**config.mk**
```make
export PLATFORM = sky130hd
export DESIGN_NAME = lsuTop
export DESIGN_NICKNAME = d
export VERILOG_FILES = /design/src/rtl/lsuPkg.sv /design/src/rtl/busPkg.sv /design/src/rtl/accessIf.sv /design/src/rtl/accessCheck.sv /design/src/rtl/subwordPath.sv /design/src/rtl/reservationUnit.sv /design/src/rtl/lsuCtrl.sv /design/src/rtl/lsuTop.sv
export SDC_FILE = /design/constraint.sdc
export NUM_CORES = 1
export LEC_CHECK = 0
export BUFFER_PORTS_ARGS = -buffer_cell sky130_fd_sc_hd__buf_4
export CORE_MARGIN = 1
export CORE_UTILIZATION = 48
export DETAILED_ROUTE_END_ITERATION = 8
export HOLD_SLACK_MARGIN = 0.02
export PLACE_DENSITY_LB_ADDON = 0.2
export RECOVER_POWER = 50
export SYNTH_ARGS = -nofsm -noshare
export SYNTH_HDL_FRONTEND = slang
export SYNTH_SLANG_ARGS = --single-unit
```
**constraint.sdc**
```tcl
create_clock -name clk -period 5.2 [get_ports clk]
set_input_delay 0 -clock clk [delete_from_list [all_inputs] [get_ports clk]]
set_output_delay 0 -clock clk [all_outputs]
set_load 0.01 [all_outputs]
```
**src/rtl/lsuPkg.sv**
```systemverilog
// core-side types and encodings shared by the load/store unit blocks and its testbench
package lsuPkg;

  //////////////////////////////
  // widths
  localparam int xlen = 32;         // data width of the hart

  typedef logic [xlen-1:0] dataT;   // data word
  typedef logic [xlen-1:0] adrT;    // byte address

  //////////////////////////////
  // operations
  typedef enum logic [2:0] {
    opLoad  = 3'd0,
    opStore = 3'd1,
    opLr    = 3'd2,  // load-reserved
    opSc    = 3'd3,  // store-conditional
    opSwap  = 3'd4   // atomic swap, read then write
  } lsuOpT;

  // funct3 as in the riscv load/store encoding
  typedef logic [2:0] funct3T;

  localparam logic [1:0] sizeByte   = 2'b00;
  localparam logic [1:0] sizeHalf   = 2'b01;
  localparam logic [1:0] sizeWord   = 2'b10;
  localparam logic [1:0] sizeDouble = 2'b11;  // not supported on rv32, always faults
  localparam int         zextBit    = 2;      // funct3 bit that selects zero extension

  //////////////////////////////
  // faults
  typedef enum logic [1:0] {
    faultNone            = 2'd0,
    faultLoadMisaligned  = 2'd1,
    faultStoreMisaligned = 2'd2  // sc and swap report here too
  } faultT;

endpackage

```
**src/rtl/busPkg.sv**
```systemverilog
// word-wide memory bus types used between the load/store unit and memory
package busPkg;

  localparam int busWidth    = 32;                // bus data width
  localparam int laneCount   = busWidth / 8;      // byte lanes per word
  localparam int wordAdrBits = 30;                // byte address minus the lane bits

  // word address, byte address without its low 2 bits
  typedef logic [wordAdrBits-1:0] wordAdrT;

  typedef logic [laneCount-1:0] strbT;    // one strobe bit per byte lane
  typedef logic [busWidth-1:0]  busDataT; // bus data word

endpackage

```
**src/rtl/accessIf.sv**
```systemverilog
// carries one decoded and checked access from the request checker to the controller
interface accessIf;

  // all combinational from the request ports, valid only while reqValid is high
  lsuPkg::lsuOpT  op;
  lsuPkg::funct3T funct3;     // size already forced to word for atomics
  lsuPkg::adrT    byteAdr;
  lsuPkg::dataT   storeData;
  lsuPkg::faultT  fault;      // faultNone when aligned
  logic           isRead;     // load, lr, swap
  logic           isWrite;    // store, sc, swap

  modport check (
    output op,
    output funct3,
    output byteAdr,
    output storeData,
    output fault,
    output isRead,
    output isWrite
  );

  modport ctrl (
    input op,
    input funct3,
    input byteAdr,
    input storeData,
    input fault,
    input isRead,
    input isWrite
  );

endinterface

```
**src/rtl/accessCheck.sv**
```systemverilog
// decodes a core request into read/write flags, forces atomic size and picks the fault kind
module accessCheck (
  input  lsuPkg::lsuOpT  reqOp,
  input  lsuPkg::funct3T reqFunct3,
  input  lsuPkg::adrT    reqAdr,
  input  lsuPkg::dataT   reqData,
  accessIf.check         acc
);

  logic       atomic;      // lr, sc or swap
  logic [1:0] size;        // effective access size
  logic       misaligned;

  assign atomic = (reqOp == lsuPkg::opLr) || (reqOp == lsuPkg::opSc) ||
                  (reqOp == lsuPkg::opSwap);

  // atomics are word only on rv32
  assign size = atomic ? lsuPkg::sizeWord : reqFunct3[1:0];

  // operation decode, swap does both
  assign acc.isRead  = (reqOp == lsuPkg::opLoad) || (reqOp == lsuPkg::opLr) ||
                       (reqOp == lsuPkg::opSwap);
  assign acc.isWrite = (reqOp == lsuPkg::opStore) || (reqOp == lsuPkg::opSc) ||
                       (reqOp == lsuPkg::opSwap);

  // low address bits against the size
  always_comb begin
    case (size)
      lsuPkg::sizeByte:   misaligned = 1'b0;
      lsuPkg::sizeHalf:   misaligned = reqAdr[0];
      lsuPkg::sizeWord:   misaligned = |reqAdr[1:0];
      lsuPkg::sizeDouble: misaligned = 1'b1;   // no doubleword on a 32-bit bus
      default:            misaligned = 1'b1;
    endcase
  end

  // writers report store faults, everything else load faults
  always_comb begin
    if (!misaligned) acc.fault = lsuPkg::faultNone;
    else if (acc.isWrite) acc.fault = lsuPkg::faultStoreMisaligned;
    else acc.fault = lsuPkg::faultLoadMisaligned;
  end

  assign acc.op        = reqOp;
  assign acc.funct3    = {reqFunct3[lsuPkg::zextBit], size};  // keep extension bit
  assign acc.byteAdr   = reqAdr;
  assign acc.storeData = reqData;

endmodule

```
**src/rtl/subwordPath.sv**
```systemverilog
// places store data on its byte lanes with a strobe and extracts and extends load data
module subwordPath (
  input  lsuPkg::funct3T  funct3,
  input  lsuPkg::adrT     byteAdr,
  input  lsuPkg::dataT    storeData,
  output busPkg::busDataT busWdata,
  output busPkg::strbT    busStrb,
  input  busPkg::busDataT busRdata,
  output lsuPkg::dataT    loadData
);

  logic [1:0]      lane;     // byte offset within the word
  logic            zext;
  busPkg::busDataT shifted;  // addressed bytes moved down to lane 0

  assign lane = byteAdr[1:0];
  assign zext = funct3[lsuPkg::zextBit];

  //////////////////////////////
  // store side
  // data is replicated on every lane, the strobe picks the live ones
  always_comb begin
    case (funct3[1:0])
      lsuPkg::sizeByte: begin
        busWdata = {4{storeData[7:0]}};
        busStrb  = busPkg::strbT'(1) << lane;
      end
      lsuPkg::sizeHalf: begin
        busWdata = {2{storeData[15:0]}};
        busStrb  = lane[1] ? 4'b1100 : 4'b0011;  // upper or lower half
      end
      lsuPkg::sizeWord: begin
        busWdata = storeData;
        busStrb  = 4'b1111;
      end
      default: begin
        busWdata = storeData;  // doubleword never reaches the bus
        busStrb  = 4'b0000;
      end
    endcase
  end

  //////////////////////////////
  // load side
  assign shifted = busRdata >> {lane, 3'b000};

  always_comb begin
    case (funct3[1:0])
      lsuPkg::sizeByte: begin
        if (zext) loadData = {{(lsuPkg::xlen-8){1'b0}}, shifted[7:0]};        // lbu
        else loadData = {{(lsuPkg::xlen-8){shifted[7]}}, shifted[7:0]};       // lb
      end
      lsuPkg::sizeHalf: begin
        if (zext) loadData = {{(lsuPkg::xlen-16){1'b0}}, shifted[15:0]};      // lhu
        else loadData = {{(lsuPkg::xlen-16){shifted[15]}}, shifted[15:0]};    // lh
      end
      default: loadData = shifted;  // lw, lane is 0 here
    endcase
  end

endmodule

```
**src/rtl/reservationUnit.sv**
```systemverilog
// single load-reserved reservation at word granularity with the sc pass/fail decision
module reservationUnit (
  input  logic            clk,
  input  logic            arstN,
  input  busPkg::wordAdrT wordAdr,    // word of the current access
  input  logic            setRes,     // lr completed
  input  logic            scDone,     // any sc completed
  input  logic            writeDone,  // store, sc or swap completed
  output logic            scPass
);

  logic            resValid;
  busPkg::wordAdrT resWord;   // reserved word address

  // sc succeeds only on a live reservation for the same word
  assign scPass = resValid && (resWord == wordAdr);

  // valid bit
  always_ff @(posedge clk or negedge arstN) begin
    if (!arstN) begin
      resValid <= 1'b0;
    end else begin
      if (setRes) resValid <= 1'b1;
      else if (scDone) resValid <= 1'b0;                // any sc ends the reservation
      else if (writeDone && scPass) resValid <= 1'b0;   // write to reserved word
    end
  end

  // reserved word loaded when an lr completes
  always_ff @(posedge clk) begin
    if (setRes) resWord <= wordAdr;
  end

endmodule

```
**src/rtl/lsuCtrl.sv**
```systemverilog
// load/store FSM: accepts a request, runs its bus phases and holds the response for the core
module lsuCtrl (
  input  logic            clk,
  input  logic            arstN,
  accessIf.ctrl           acc,
  input  logic            reqValid,
  output logic            reqReady,
  input  logic            scPass,
  output logic            setRes,
  output logic            scDone,
  output logic            writeDone,
  output busPkg::wordAdrT resAdr,
  output logic            memReqValid,
  input  logic            memReqReady,
  output logic            memReqWrite,
  output busPkg::wordAdrT memReqAdr,
  input  logic            memRspValid,
  input  lsuPkg::dataT    loadData,
  output logic            rspValid,
  input  logic            rspReady,
  output lsuPkg::dataT    rspData,
  output lsuPkg::faultT   rspFault,
  output lsuPkg::funct3T  curFunct3,
  output lsuPkg::adrT     curAdr,
  output lsuPkg::dataT    curData
);

  typedef enum logic [2:0] {
    idle,
    busRead,     // read phase, also first half of swap
    busWrite,    // store or passing sc
    swapWrite,   // write half of swap
    respond      // holding the response
  } stateT;

  stateT         state;
  stateT         nextState;
  lsuPkg::lsuOpT curOp;      // registered access
  lsuPkg::faultT curFault;
  logic          curWrite;
  lsuPkg::dataT  rspDataQ;   // response payload
  logic          memIssued;  // bus request taken, waiting for its response
  logic          accept;
  logic          scFail;
  logic          busPhase;
  logic          done;       // response taken by the core

  assign accept   = reqValid && reqReady;
  assign scFail   = (acc.op == lsuPkg::opSc) && !scPass;  // checked at acceptance
  assign busPhase = (state == busRead) || (state == busWrite) || (state == swapWrite);
  assign done     = (state == respond) && rspReady;

  //////////////////////////////
  // state machine
  always_comb begin
    nextState = state;
    case (state)
      idle: begin
        if (reqValid) begin
          if (acc.fault != lsuPkg::faultNone) nextState = respond;  // no bus access
          else if (scFail) nextState = respond;                     // squashed sc
          else if (acc.isRead) nextState = busRead;
          else if (acc.isWrite) nextState = busWrite;
          else nextState = respond;                                 // unknown op
        end
      end
      busRead: begin
        if (memRspValid) begin
          if (curOp == lsuPkg::opSwap) nextState = swapWrite;
          else nextState = respond;
        end
      end
      busWrite: if (memRspValid) nextState = respond;
      swapWrite: if (memRspValid) nextState = respond;
      respond: if (rspReady) nextState = idle;
      default: nextState = idle;
    endcase
  end

  always_ff @(posedge clk or negedge arstN) begin
    if (!arstN) begin
      state     <= idle;
      memIssued <= 1'b0;
    end else begin
      state <= nextState;
      if (memRspValid) memIssued <= 1'b0;                      // phase finished
      else if (memReqValid && memReqReady) memIssued <= 1'b1;
    end
  end

  //////////////////////////////
  // registered access and response data
  always_ff @(posedge clk) begin
    if (accept) begin
      curOp     <= acc.op;
      curFunct3 <= acc.funct3;
      curAdr    <= acc.byteAdr;
      curData   <= acc.storeData;
      curFault  <= acc.fault;
      curWrite  <= acc.isWrite;
      // 1 only for a failing sc, faults and plain stores return 0
      if ((acc.fault == lsuPkg::faultNone) && scFail) rspDataQ <= lsuPkg::dataT'(1);
      else rspDataQ <= '0;
    end else if ((state == busRead) && memRspValid) begin
      rspDataQ <= loadData;  // old value, kept through the swap write
    end
  end

  // core handshakes
  assign reqReady = (state == idle);
  assign rspValid = (state == respond);
  assign rspData  = rspDataQ;
  assign rspFault = curFault;

  // memory request, one per bus phase
  assign memReqValid = busPhase && !memIssued;
  assign memReqWrite = (state == busWrite) || (state == swapWrite);
  assign memReqAdr   = curAdr[lsuPkg::xlen-1:2];

  // while idle the sc decision needs the incoming word, afterwards the registered one
  assign resAdr = (state == idle) ? acc.byteAdr[lsuPkg::xlen-1:2] : curAdr[lsuPkg::xlen-1:2];

  // reservation strobes on completion
  assign setRes    = done && (curOp == lsuPkg::opLr) && (curFault == lsuPkg::faultNone);
  assign scDone    = done && (curOp == lsuPkg::opSc);
  assign writeDone = done && curWrite && (curFault == lsuPkg::faultNone);

endmodule

```
**src/rtl/lsuTop.sv**
```systemverilog
// load/store unit top level with plain core and memory bus ports
module lsuTop (
  input  logic            clk,
  input  logic            arstN,
  // core request
  input  logic            reqValid,
  output logic            reqReady,
  input  lsuPkg::lsuOpT   reqOp,
  input  lsuPkg::funct3T  reqFunct3,
  input  lsuPkg::adrT     reqAdr,
  input  lsuPkg::dataT    reqData,
  // core response
  output logic            rspValid,
  input  logic            rspReady,
  output lsuPkg::dataT    rspData,
  output lsuPkg::faultT   rspFault,
  // memory bus
  output logic            memReqValid,
  input  logic            memReqReady,
  output logic            memReqWrite,
  output busPkg::wordAdrT memReqAdr,
  output busPkg::busDataT memReqData,
  output busPkg::strbT    memReqStrb,
  input  logic            memRspValid,   // one pulse per accepted request
  input  busPkg::busDataT memRspData
);

  logic            scPass;
  logic            setRes;
  logic            scDone;
  logic            writeDone;
  busPkg::wordAdrT resAdr;
  lsuPkg::dataT    loadData;
  lsuPkg::funct3T  curFunct3;   // registered access for the datapath
  lsuPkg::adrT     curAdr;
  lsuPkg::dataT    curData;

  accessIf acc ();

  accessCheck accessCheckInst (
    .reqOp     (reqOp),
    .reqFunct3 (reqFunct3),
    .reqAdr    (reqAdr),
    .reqData   (reqData),
    .acc       (acc.check)
  );

  subwordPath subwordPathInst (
    .funct3    (curFunct3),
    .byteAdr   (curAdr),
    .storeData (curData),
    .busWdata  (memReqData),
    .busStrb   (memReqStrb),
    .busRdata  (memRspData),
    .loadData  (loadData)
  );

  reservationUnit reservationUnitInst (
    .clk       (clk),
    .arstN     (arstN),
    .wordAdr   (resAdr),
    .setRes    (setRes),
    .scDone    (scDone),
    .writeDone (writeDone),
    .scPass    (scPass)
  );

  lsuCtrl lsuCtrlInst (
    .clk         (clk),
    .arstN       (arstN),
    .acc         (acc.ctrl),
    .reqValid    (reqValid),
    .reqReady    (reqReady),
    .scPass      (scPass),
    .setRes      (setRes),
    .scDone      (scDone),
    .writeDone   (writeDone),
    .resAdr      (resAdr),
    .memReqValid (memReqValid),
    .memReqReady (memReqReady),
    .memReqWrite (memReqWrite),
    .memReqAdr   (memReqAdr),
    .memRspValid (memRspValid),
    .loadData    (loadData),
    .rspValid    (rspValid),
    .rspReady    (rspReady),
    .rspData     (rspData),
    .rspFault    (rspFault),
    .curFunct3   (curFunct3),
    .curAdr      (curAdr),
    .curData     (curData)
  );

endmodule

```
# Word-level counts from Yosys, hierarchy flattened
# Cells that the tools add are included.
[totals]
latchBits = 0
mem_bits_rw = 0
mem_count = 0
rom_bits = 0
register_bits = 140
[classes]
bitwise = 0
div = 0
n_mux = 29
add_sub_neg = 0
n_reduce_logical = 38
n_eq_ne = 21
n_shift = 2
n_mul = 0
order_cmp = 0
[op_table]
columns = ["op", "n"]
rows = [
  ["$mux 32", 4],
  ["$pmux 32 s2", 2],
  ["$shr 32x5->32", 1],
  ["$eq 30x30->1", 1],
  ["$mux 30", 1],
  ["$mux 3", 9],
  ["$eq 3x2->1 const B", 6],
  ["$logic_and 1x1->1", 14],
  ["$pmux 3 s4", 1],
  ["$pmux 4 s3", 1],
  ["$eq 3x3->1 const B", 3],
  ["$logic_or 1x1->1", 9],
  ["$logic_not 2->1", 4],
  ["$eq 2x2->1 const B", 3],
  ["$eq 3x1->1 const B", 2],
  ["$logic_not 3->1", 2],
  ["$mux 1", 6],
  ["$mux 2", 3],
  ["$reduce_bool 2->1", 3],
  ["$eq 2x1->1 const B", 2],
  ["$mux 4", 1],
  ["$ne 2x1->1 const B", 2],
  ["$ne 2x2->1 const B", 2],
  ["$pmux 1 s4", 1],
  ["5 further kinds", 7],
]

# Longest topological paths before layout
[logic_depth]
word_depth = 11
mapped_depth = 11
depth_no_buf = 8

# By module
# From an unflattened synthesis, not the netlist that was laid out.
[unflattened]
hier_cells = 598
area_unflattened_um2 = 7598.5
[modules_own_cells]
columns = ["module", "n_inst", "cells_per_inst", "seq_area_each_um2", "area_each_um2"]
rows = [
  ["lsuCtrl", 1, 253, 3253.1, 4400.5],
  ["subwordPath", 1, 188, 0.0, 1312.5],
  ["reservationUnit", 1, 76, 925.9, 1277.5],
  ["accessCheck", 1, 81, 0.0, 608.1],
]

# Least setup slack after synthesis
# No wires, ideal clock.
[synth_timing]
path_type = "flip-flop to flip-flop"
start = "reg lsuCtrlInst.state[0]"
end = "reg reservationUnitInst.resWord[0], enable pin"
slack_ns = 0.273
period_less_slack_ns = 4.927
required_time_ns = 4.693
arrival_ns = 4.420
stages_incl_launch_ff = 7
setup_time_ns = 0.507
path_cell_list = "dfrtp_1 > nor2_1 > nand2_1 > inv_1 > nand2_1 > or3_1 > nor4b_1"
[synth_between]
elab_chain_len = 4
[synth_rtl]
columns = ["element", "line_no", "source"]
rows = [
  ["from (decl)", "lsuCtrl.sv:36", "stateT state;"],
  ["from (signal assigned)", "lsuCtrl.sv:82", "state <= idle;"],
  ["from (signal assigned)", "lsuCtrl.sv:85", "state <= nextState;"],
  ["$eq 3x3->1", "n/a", ""],
  ["net rspValid", "lsuTop.sv:13", "output logic rspValid,"],
  ["$logic_and 1x1->1", "lsuCtrl.sv:51", "assign done = (state == respond) && rspReady;"],
  ["$logic_and 1x1->1 (2 in a row)", "lsuCtrl.sv:124", "assign setRes = done && (curOp == lsuPkg::opLr) && (curFault == lsuPkg::faultNone);"],
  ["net lsuCtrlInst.setRes", "lsuCtrl.sv:9", "output logic setRes,"],
  ["to (signal assigned)", "reservationUnit.sv:31", "if (setRes) resWord <= wordAdr;"],
  ["to (decl)", "reservationUnit.sv:13", "busPkg::wordAdrT resWord;"],
]
# The timed path passes the listed nets, and every way through them passes these cells.
# A chain may end at the register's enable or synchronous reset.

# Worst setup path in the final report
[layout_timing]
start = "reg lsuCtrlInst.state[2]"
end = "reg lsuCtrlInst.state[2]"
[layout_between]
elab_chain_len = 10
[layout_rtl]
columns = ["element", "line_no", "source"]
rows = [
  ["$logic_not 3->1", "lsuCtrl.sv:57, lsuCtrl.sv:121", ""],
  ["$mux 30", "lsuCtrl.sv:121", "assign resAdr = (state == idle) ? acc.byteAdr[lsuPkg::xlen-1:2] : curAdr[lsuPkg::xlen-1:2];"],
  ["$eq 30x30->1", "reservationUnit.sv:16", "assign scPass = resValid && (resWord == wordAdr);"],
  ["$logic_and 1x1->1", "reservationUnit.sv:16", ""],
  ["$logic_not 1->1", "lsuCtrl.sv:49", "assign scFail = (acc.op == lsuPkg::opSc) && !scPass;"],
  ["$logic_and 1x1->1", "lsuCtrl.sv:49", ""],
  ["$mux 3", "lsuCtrl.sv:61", "else if (scFail) nextState = respond;"],
  ["$mux 3", "lsuCtrl.sv:60", "if (acc.fault != lsuPkg::faultNone) nextState = respond;"],
  ["$mux 3", "lsuCtrl.sv:59", "if (reqValid) begin"],
  ["$pmux 3 s4", "lsuCtrl.sv:57", "case (state)"],
]
# Several ways; a longest one is shown, not always the timed one. The select of a mux whose other input is x is not followed.

==> metrics.csv <==
stage;metric;value;unit
status;status;finished with violations;
status;failing checks;capacitance limit, slew limit;
timing;measured slew at the worst slew-check pin;1.84;ns
clock_tree;CTS Sinks;140;
global_route;Total GRT Usage;24.5;%
global_route;vias in the first global route;6031;
cells_and_area;fin nets;1053;
cells_and_area;post-route cell area;9940;sq um
detailed_routing;Via Count;6178;
die;die area;16100;sq um
setup_path;Critical Path Sink Type;flop;
setup_path;CP top delay family;simple AND/OR/NAND/NOR gates;
timing;Max Freq;0.253;GHz
timing;period utilization;76.1;%
global_route;largest net degree at the start of global routing;75;
cells_and_area;share of cells above drive strength 1;17.2;%
cells_and_area;FILL cells;1273;
detailed_routing;initial drt markers;396;
clock_tree;CTS Hold Buffers Added;83;
yosys;synthesized area;7470;sq um
yosys;mux contribution to synthesized area;6.85;%
yosys;Synth Area in Adders;0;%
yosys;YS warnings;0;
timing;Final min period;3.96;ns
detailed_routing;TritonRoute pass-1 iters;5;
cells_and_area;P&R area growth vs syn;33.0;%
die;I/O pin cnt;212;
timing;setup TNS;0;ns
yosys;Synth Area in Compound Gates;9.85;%
timing;Setup-failing EPs final;0;
setup_path;CP Data Arrival Time;4.25;ns
power_and_ir_drop;net switching power;1.28;mW
placement;RD Place Congestion;0.868;
power_and_ir_drop;sw frac;31.7;%
power_and_ir_drop;peak supply drop;0.246;mV
power_and_ir_drop;total design power;4.05;mW
detailed_routing;Antenna Nets Post-Route;0;
setup_path;worst setup path class;flop to flop;
yosys;FFs w/ async S/R, synth;3.57;%
detailed_routing;DRC viols;0;
hold_path;worst hold path class;input pin to flop;
detailed_routing;drt wl/cell;17.2;um
yosys;most common flop cell mapped by yosys;edfxtp_1;
yosys;post-synth cell types;52;
die;Die Y-Extent;127;um
yosys;FF+latch count, synth;140;
clock_tree;post-cts resize count;0;
power_and_ir_drop;Logic pwr share;29.1;%
yosys;sequential share of the synthesized area;55.9;%
cells_and_area;Ant. Diodes;0;
setup_path;slowest cell delay on critical path;0.91;ns
power_and_ir_drop;Lkg Pwr;3.81;nW
timing;Worst Clk Skew;0.00792;ns
setup_path;CP bufs+invs;1;
placement;DPL Wire Length;13300;um
flow_run;MaxCap Viol Count;1;
yosys;largest family of logic cells by synthesized area;simple AND/OR/NAND/NOR gates;
yosys;EDFF count, synth;135;
die;Rows;45;
detailed_routing;total wire length;19700;um
setup_path;Slowest cell on crit path;clkinv_1;
setup_path;CP Max Fanout;56;
placement;count of input and output buffers;211;
yosys;syn_nets;807;
global_route;Congestion Overflow GR;0;
clock_tree;number of CTS-inserted buffers;17;
yosys;Syn Inst Count;699;
global_route;first-pass GRT wire length;30500;um
yosys;Synth Area in Simple Gates;17.9;%
power_and_ir_drop;P per Cell Area;407;nW/um^2
die;Initial Util;49.1;%
clock_tree;latest clock arrival within the worst-skew pair;0.41;ns
setup_path;startpoint types;flop;
placement;Post-DP Area;8920;sq um
power_and_ir_drop;Internal Power;2.77;mW
timing;RSZ-0062 raised after global routing;no;
cells_and_area;Final Util;65.4;%
setup_path;crit path cell chain;or3_4 -> clkinv_1 -> nor4_1 -> a221oi_1 -> nor2_1 -> nand4_1 -> or4_1 -> and3_1;
timing;Slew Limit Fails;33;
die;core area;15200;sq um
power_and_ir_drop;Clk pwr share;30.9;%
global_route;antenna violations before repair;0;
timing;final hold violation count;0;
clock_tree;Clock transition at path regs;0.06;ns
clock_tree;clock root buffer;clkbuf_16;
clock_tree;Post-CTS Setup Bufs;0;
die;die width;127;um
clock_tree;CTS tree;built;
yosys;Post-Synth XOR/XNOR Area;2.34;%
clock_tree;H-tree levels;4;
clock_tree;Clock Tree Buf Depth;2;
detailed_routing;post-DR vias/cell;5.39;
timing;Max transition margin;-22.6;%
yosys;syn avg cell area;10.7;sq um
setup_path;CP required;5.50;ns
power_and_ir_drop;sequential share of power;40.1;%
## per-stage QoR
stage | hold WS [ns] | cells | worst slack, ns
final | 0.0787 | 1146 | 1.24
after global routing | 0.0705 | 1146 | 1.01
after CTS | 0.0634 | 1146 | 1.28
after detailed placement | -0.193 | 1031 | 1.28
after global placement | -0.194 | 1031 | 1.54
after floorplan | -0.296 | 699 | 0.273
## cells in the mapped netlist, drive strengths merged, types with 3 or more instances
master / count / area share, %
edfxtp: 135 / 54
nand2: 125 / 6.3
a21oi: 54 / 3.6
buf: 49 / 4.6
nand2b: 45 / 3.8
o21ai: 31 / 2.1
mux2i: 26 / 3.5
clkbuf: 25 / 1.3
nor2: 25 / 1.3
inv: 24 / 1.2
mux2: 22 / 3.4
a211oi: 16 / 1.6
nand4: 13 / 1.1
nor2b: 13 / 1.1
xnor2: 10 / 1.2
xor2: 10 / 1.2
nor4: 7 / 0.59
or3: 7 / 0.65
nor3b: 6 / 0.60
dfrtp: 5 / 1.7
nand3: 5 / 0.33
nor3: 5 / 0.40
a221oi: 4 / 0.47
o2111ai: 4 / 0.47
o22ai: 4 / 0.33
and2: 3 / 0.28
or4: 3 / 0.35
## worst reg2reg max path, cell delays in order, from the launching register on
cell and delay (ns):
dfrtp_1 0.51, or3_4 0.60, clkinv_1 0.96, nor4_1 0.63, a221oi_1 0.17, nor2_1 0.24, nand4_1 0.11, or4_1 0.48
and3_1 0.15
## cell families (layout without fill, tap and decap cells)
kind of cell,after synthesis,after routing
AOI/OAI and AO/OA,124,124
xor gates and xnor gates,20,20
buffers and inverters,99,358
DFF,140,140
muxes,48,48
and+or+nand+nor,268,268
## final cells by class
type	instances	area [sq um]	area share [%]
clock buffer	19	433	4.36
multi-input combinational	460	2770	27.9
tap	188	235	2.37
timing repair buffer	301	2050	20.6
sequential	140	4180	42.0
clock inverter	13	174	1.75
inverter	25	93.8	0.944
## worst paths after layout
check                      slack, ns                          from  cells past startpoint                            to
min in group asynchronous       0.55                         arstN                      3          lsuCtrlInst.state[0]
hold reg to reg                 0.54  reservationUnitInst.resValid                      1  reservationUnitInst.resValid
setup reg to reg                1.24          lsuCtrlInst.state[2]                      8          lsuCtrlInst.state[2]
max in group asynchronous       4.44                         arstN                      3          lsuCtrlInst.state[2]
setup / recovery                1.24          lsuCtrlInst.state[2]                      8          lsuCtrlInst.state[2]
hold / removal                  0.08                memRspData[18]                      3        lsuCtrlInst.rspData[2]
## power groups by stage
stage          registers (mW)  clock network [mW]  logic, mW
4_1_cts                  1.62                1.26       1.28
6_report                 1.62                1.25       1.18
3_3_place_gp             1.63                   0       1.19
5_1_grt                  1.64                1.31       1.29
2_1_floorplan            1.64                   0      0.787
3_5_place_dp             1.64                   0       1.23
## placed cells by master (no fill, tap or decap), drive strengths merged, types with 5 or more instances in the layout
master | synthesis | final
a211oi | 16 | 16
a21oi | 54 | 54
buf | 49 | 66
clkbuf | 25 | 171
clkinv | 1 | 7
dfrtp | 5 | 5
dlygate4sd3 | 0 | 83
edfxtp | 135 | 135
inv | 24 | 24
mux2 | 22 | 22
mux2i | 26 | 26
nand2 | 125 | 125
nand2b | 45 | 45
nand3 | 5 | 5
nand4 | 13 | 13
nor2 | 25 | 25
nor2b | 13 | 13
nor3 | 5 | 5
nor3b | 6 | 6
nor4 | 7 | 7
o21ai | 31 | 31
or3 | 7 | 7
xnor2 | 10 | 10
xor2 | 10 | 10
## routing by layer
layer | vias up | track usage, % | wire [um]
li1 | 2954 | - | -
met1 | 2947 | 32.7 | 8680
met2 | 254 | 39.8 | 9400
met3 | 23 | 5.78 | 1350
met4 | 0 | 7.35 | 259
met5 | - | 0 | 0
## flip-flops by register name (all words and copies together) (netlist names)
register and flops:
lsuCtrlInst.curOp 3, lsuCtrlInst.rspData 32, lsuCtrlInst.rspFault 2, lsuCtrlInst.curAdr 32, lsuCtrlInst.curFunct3 3, lsuCtrlInst.memIssued 1
lsuCtrlInst.state 3, lsuCtrlInst.curData 32, lsuCtrlInst.curWrite 1, reservationUnitInst.resWord 30, reservationUnitInst.resValid 1
Power figures use the tool's default switching activity.
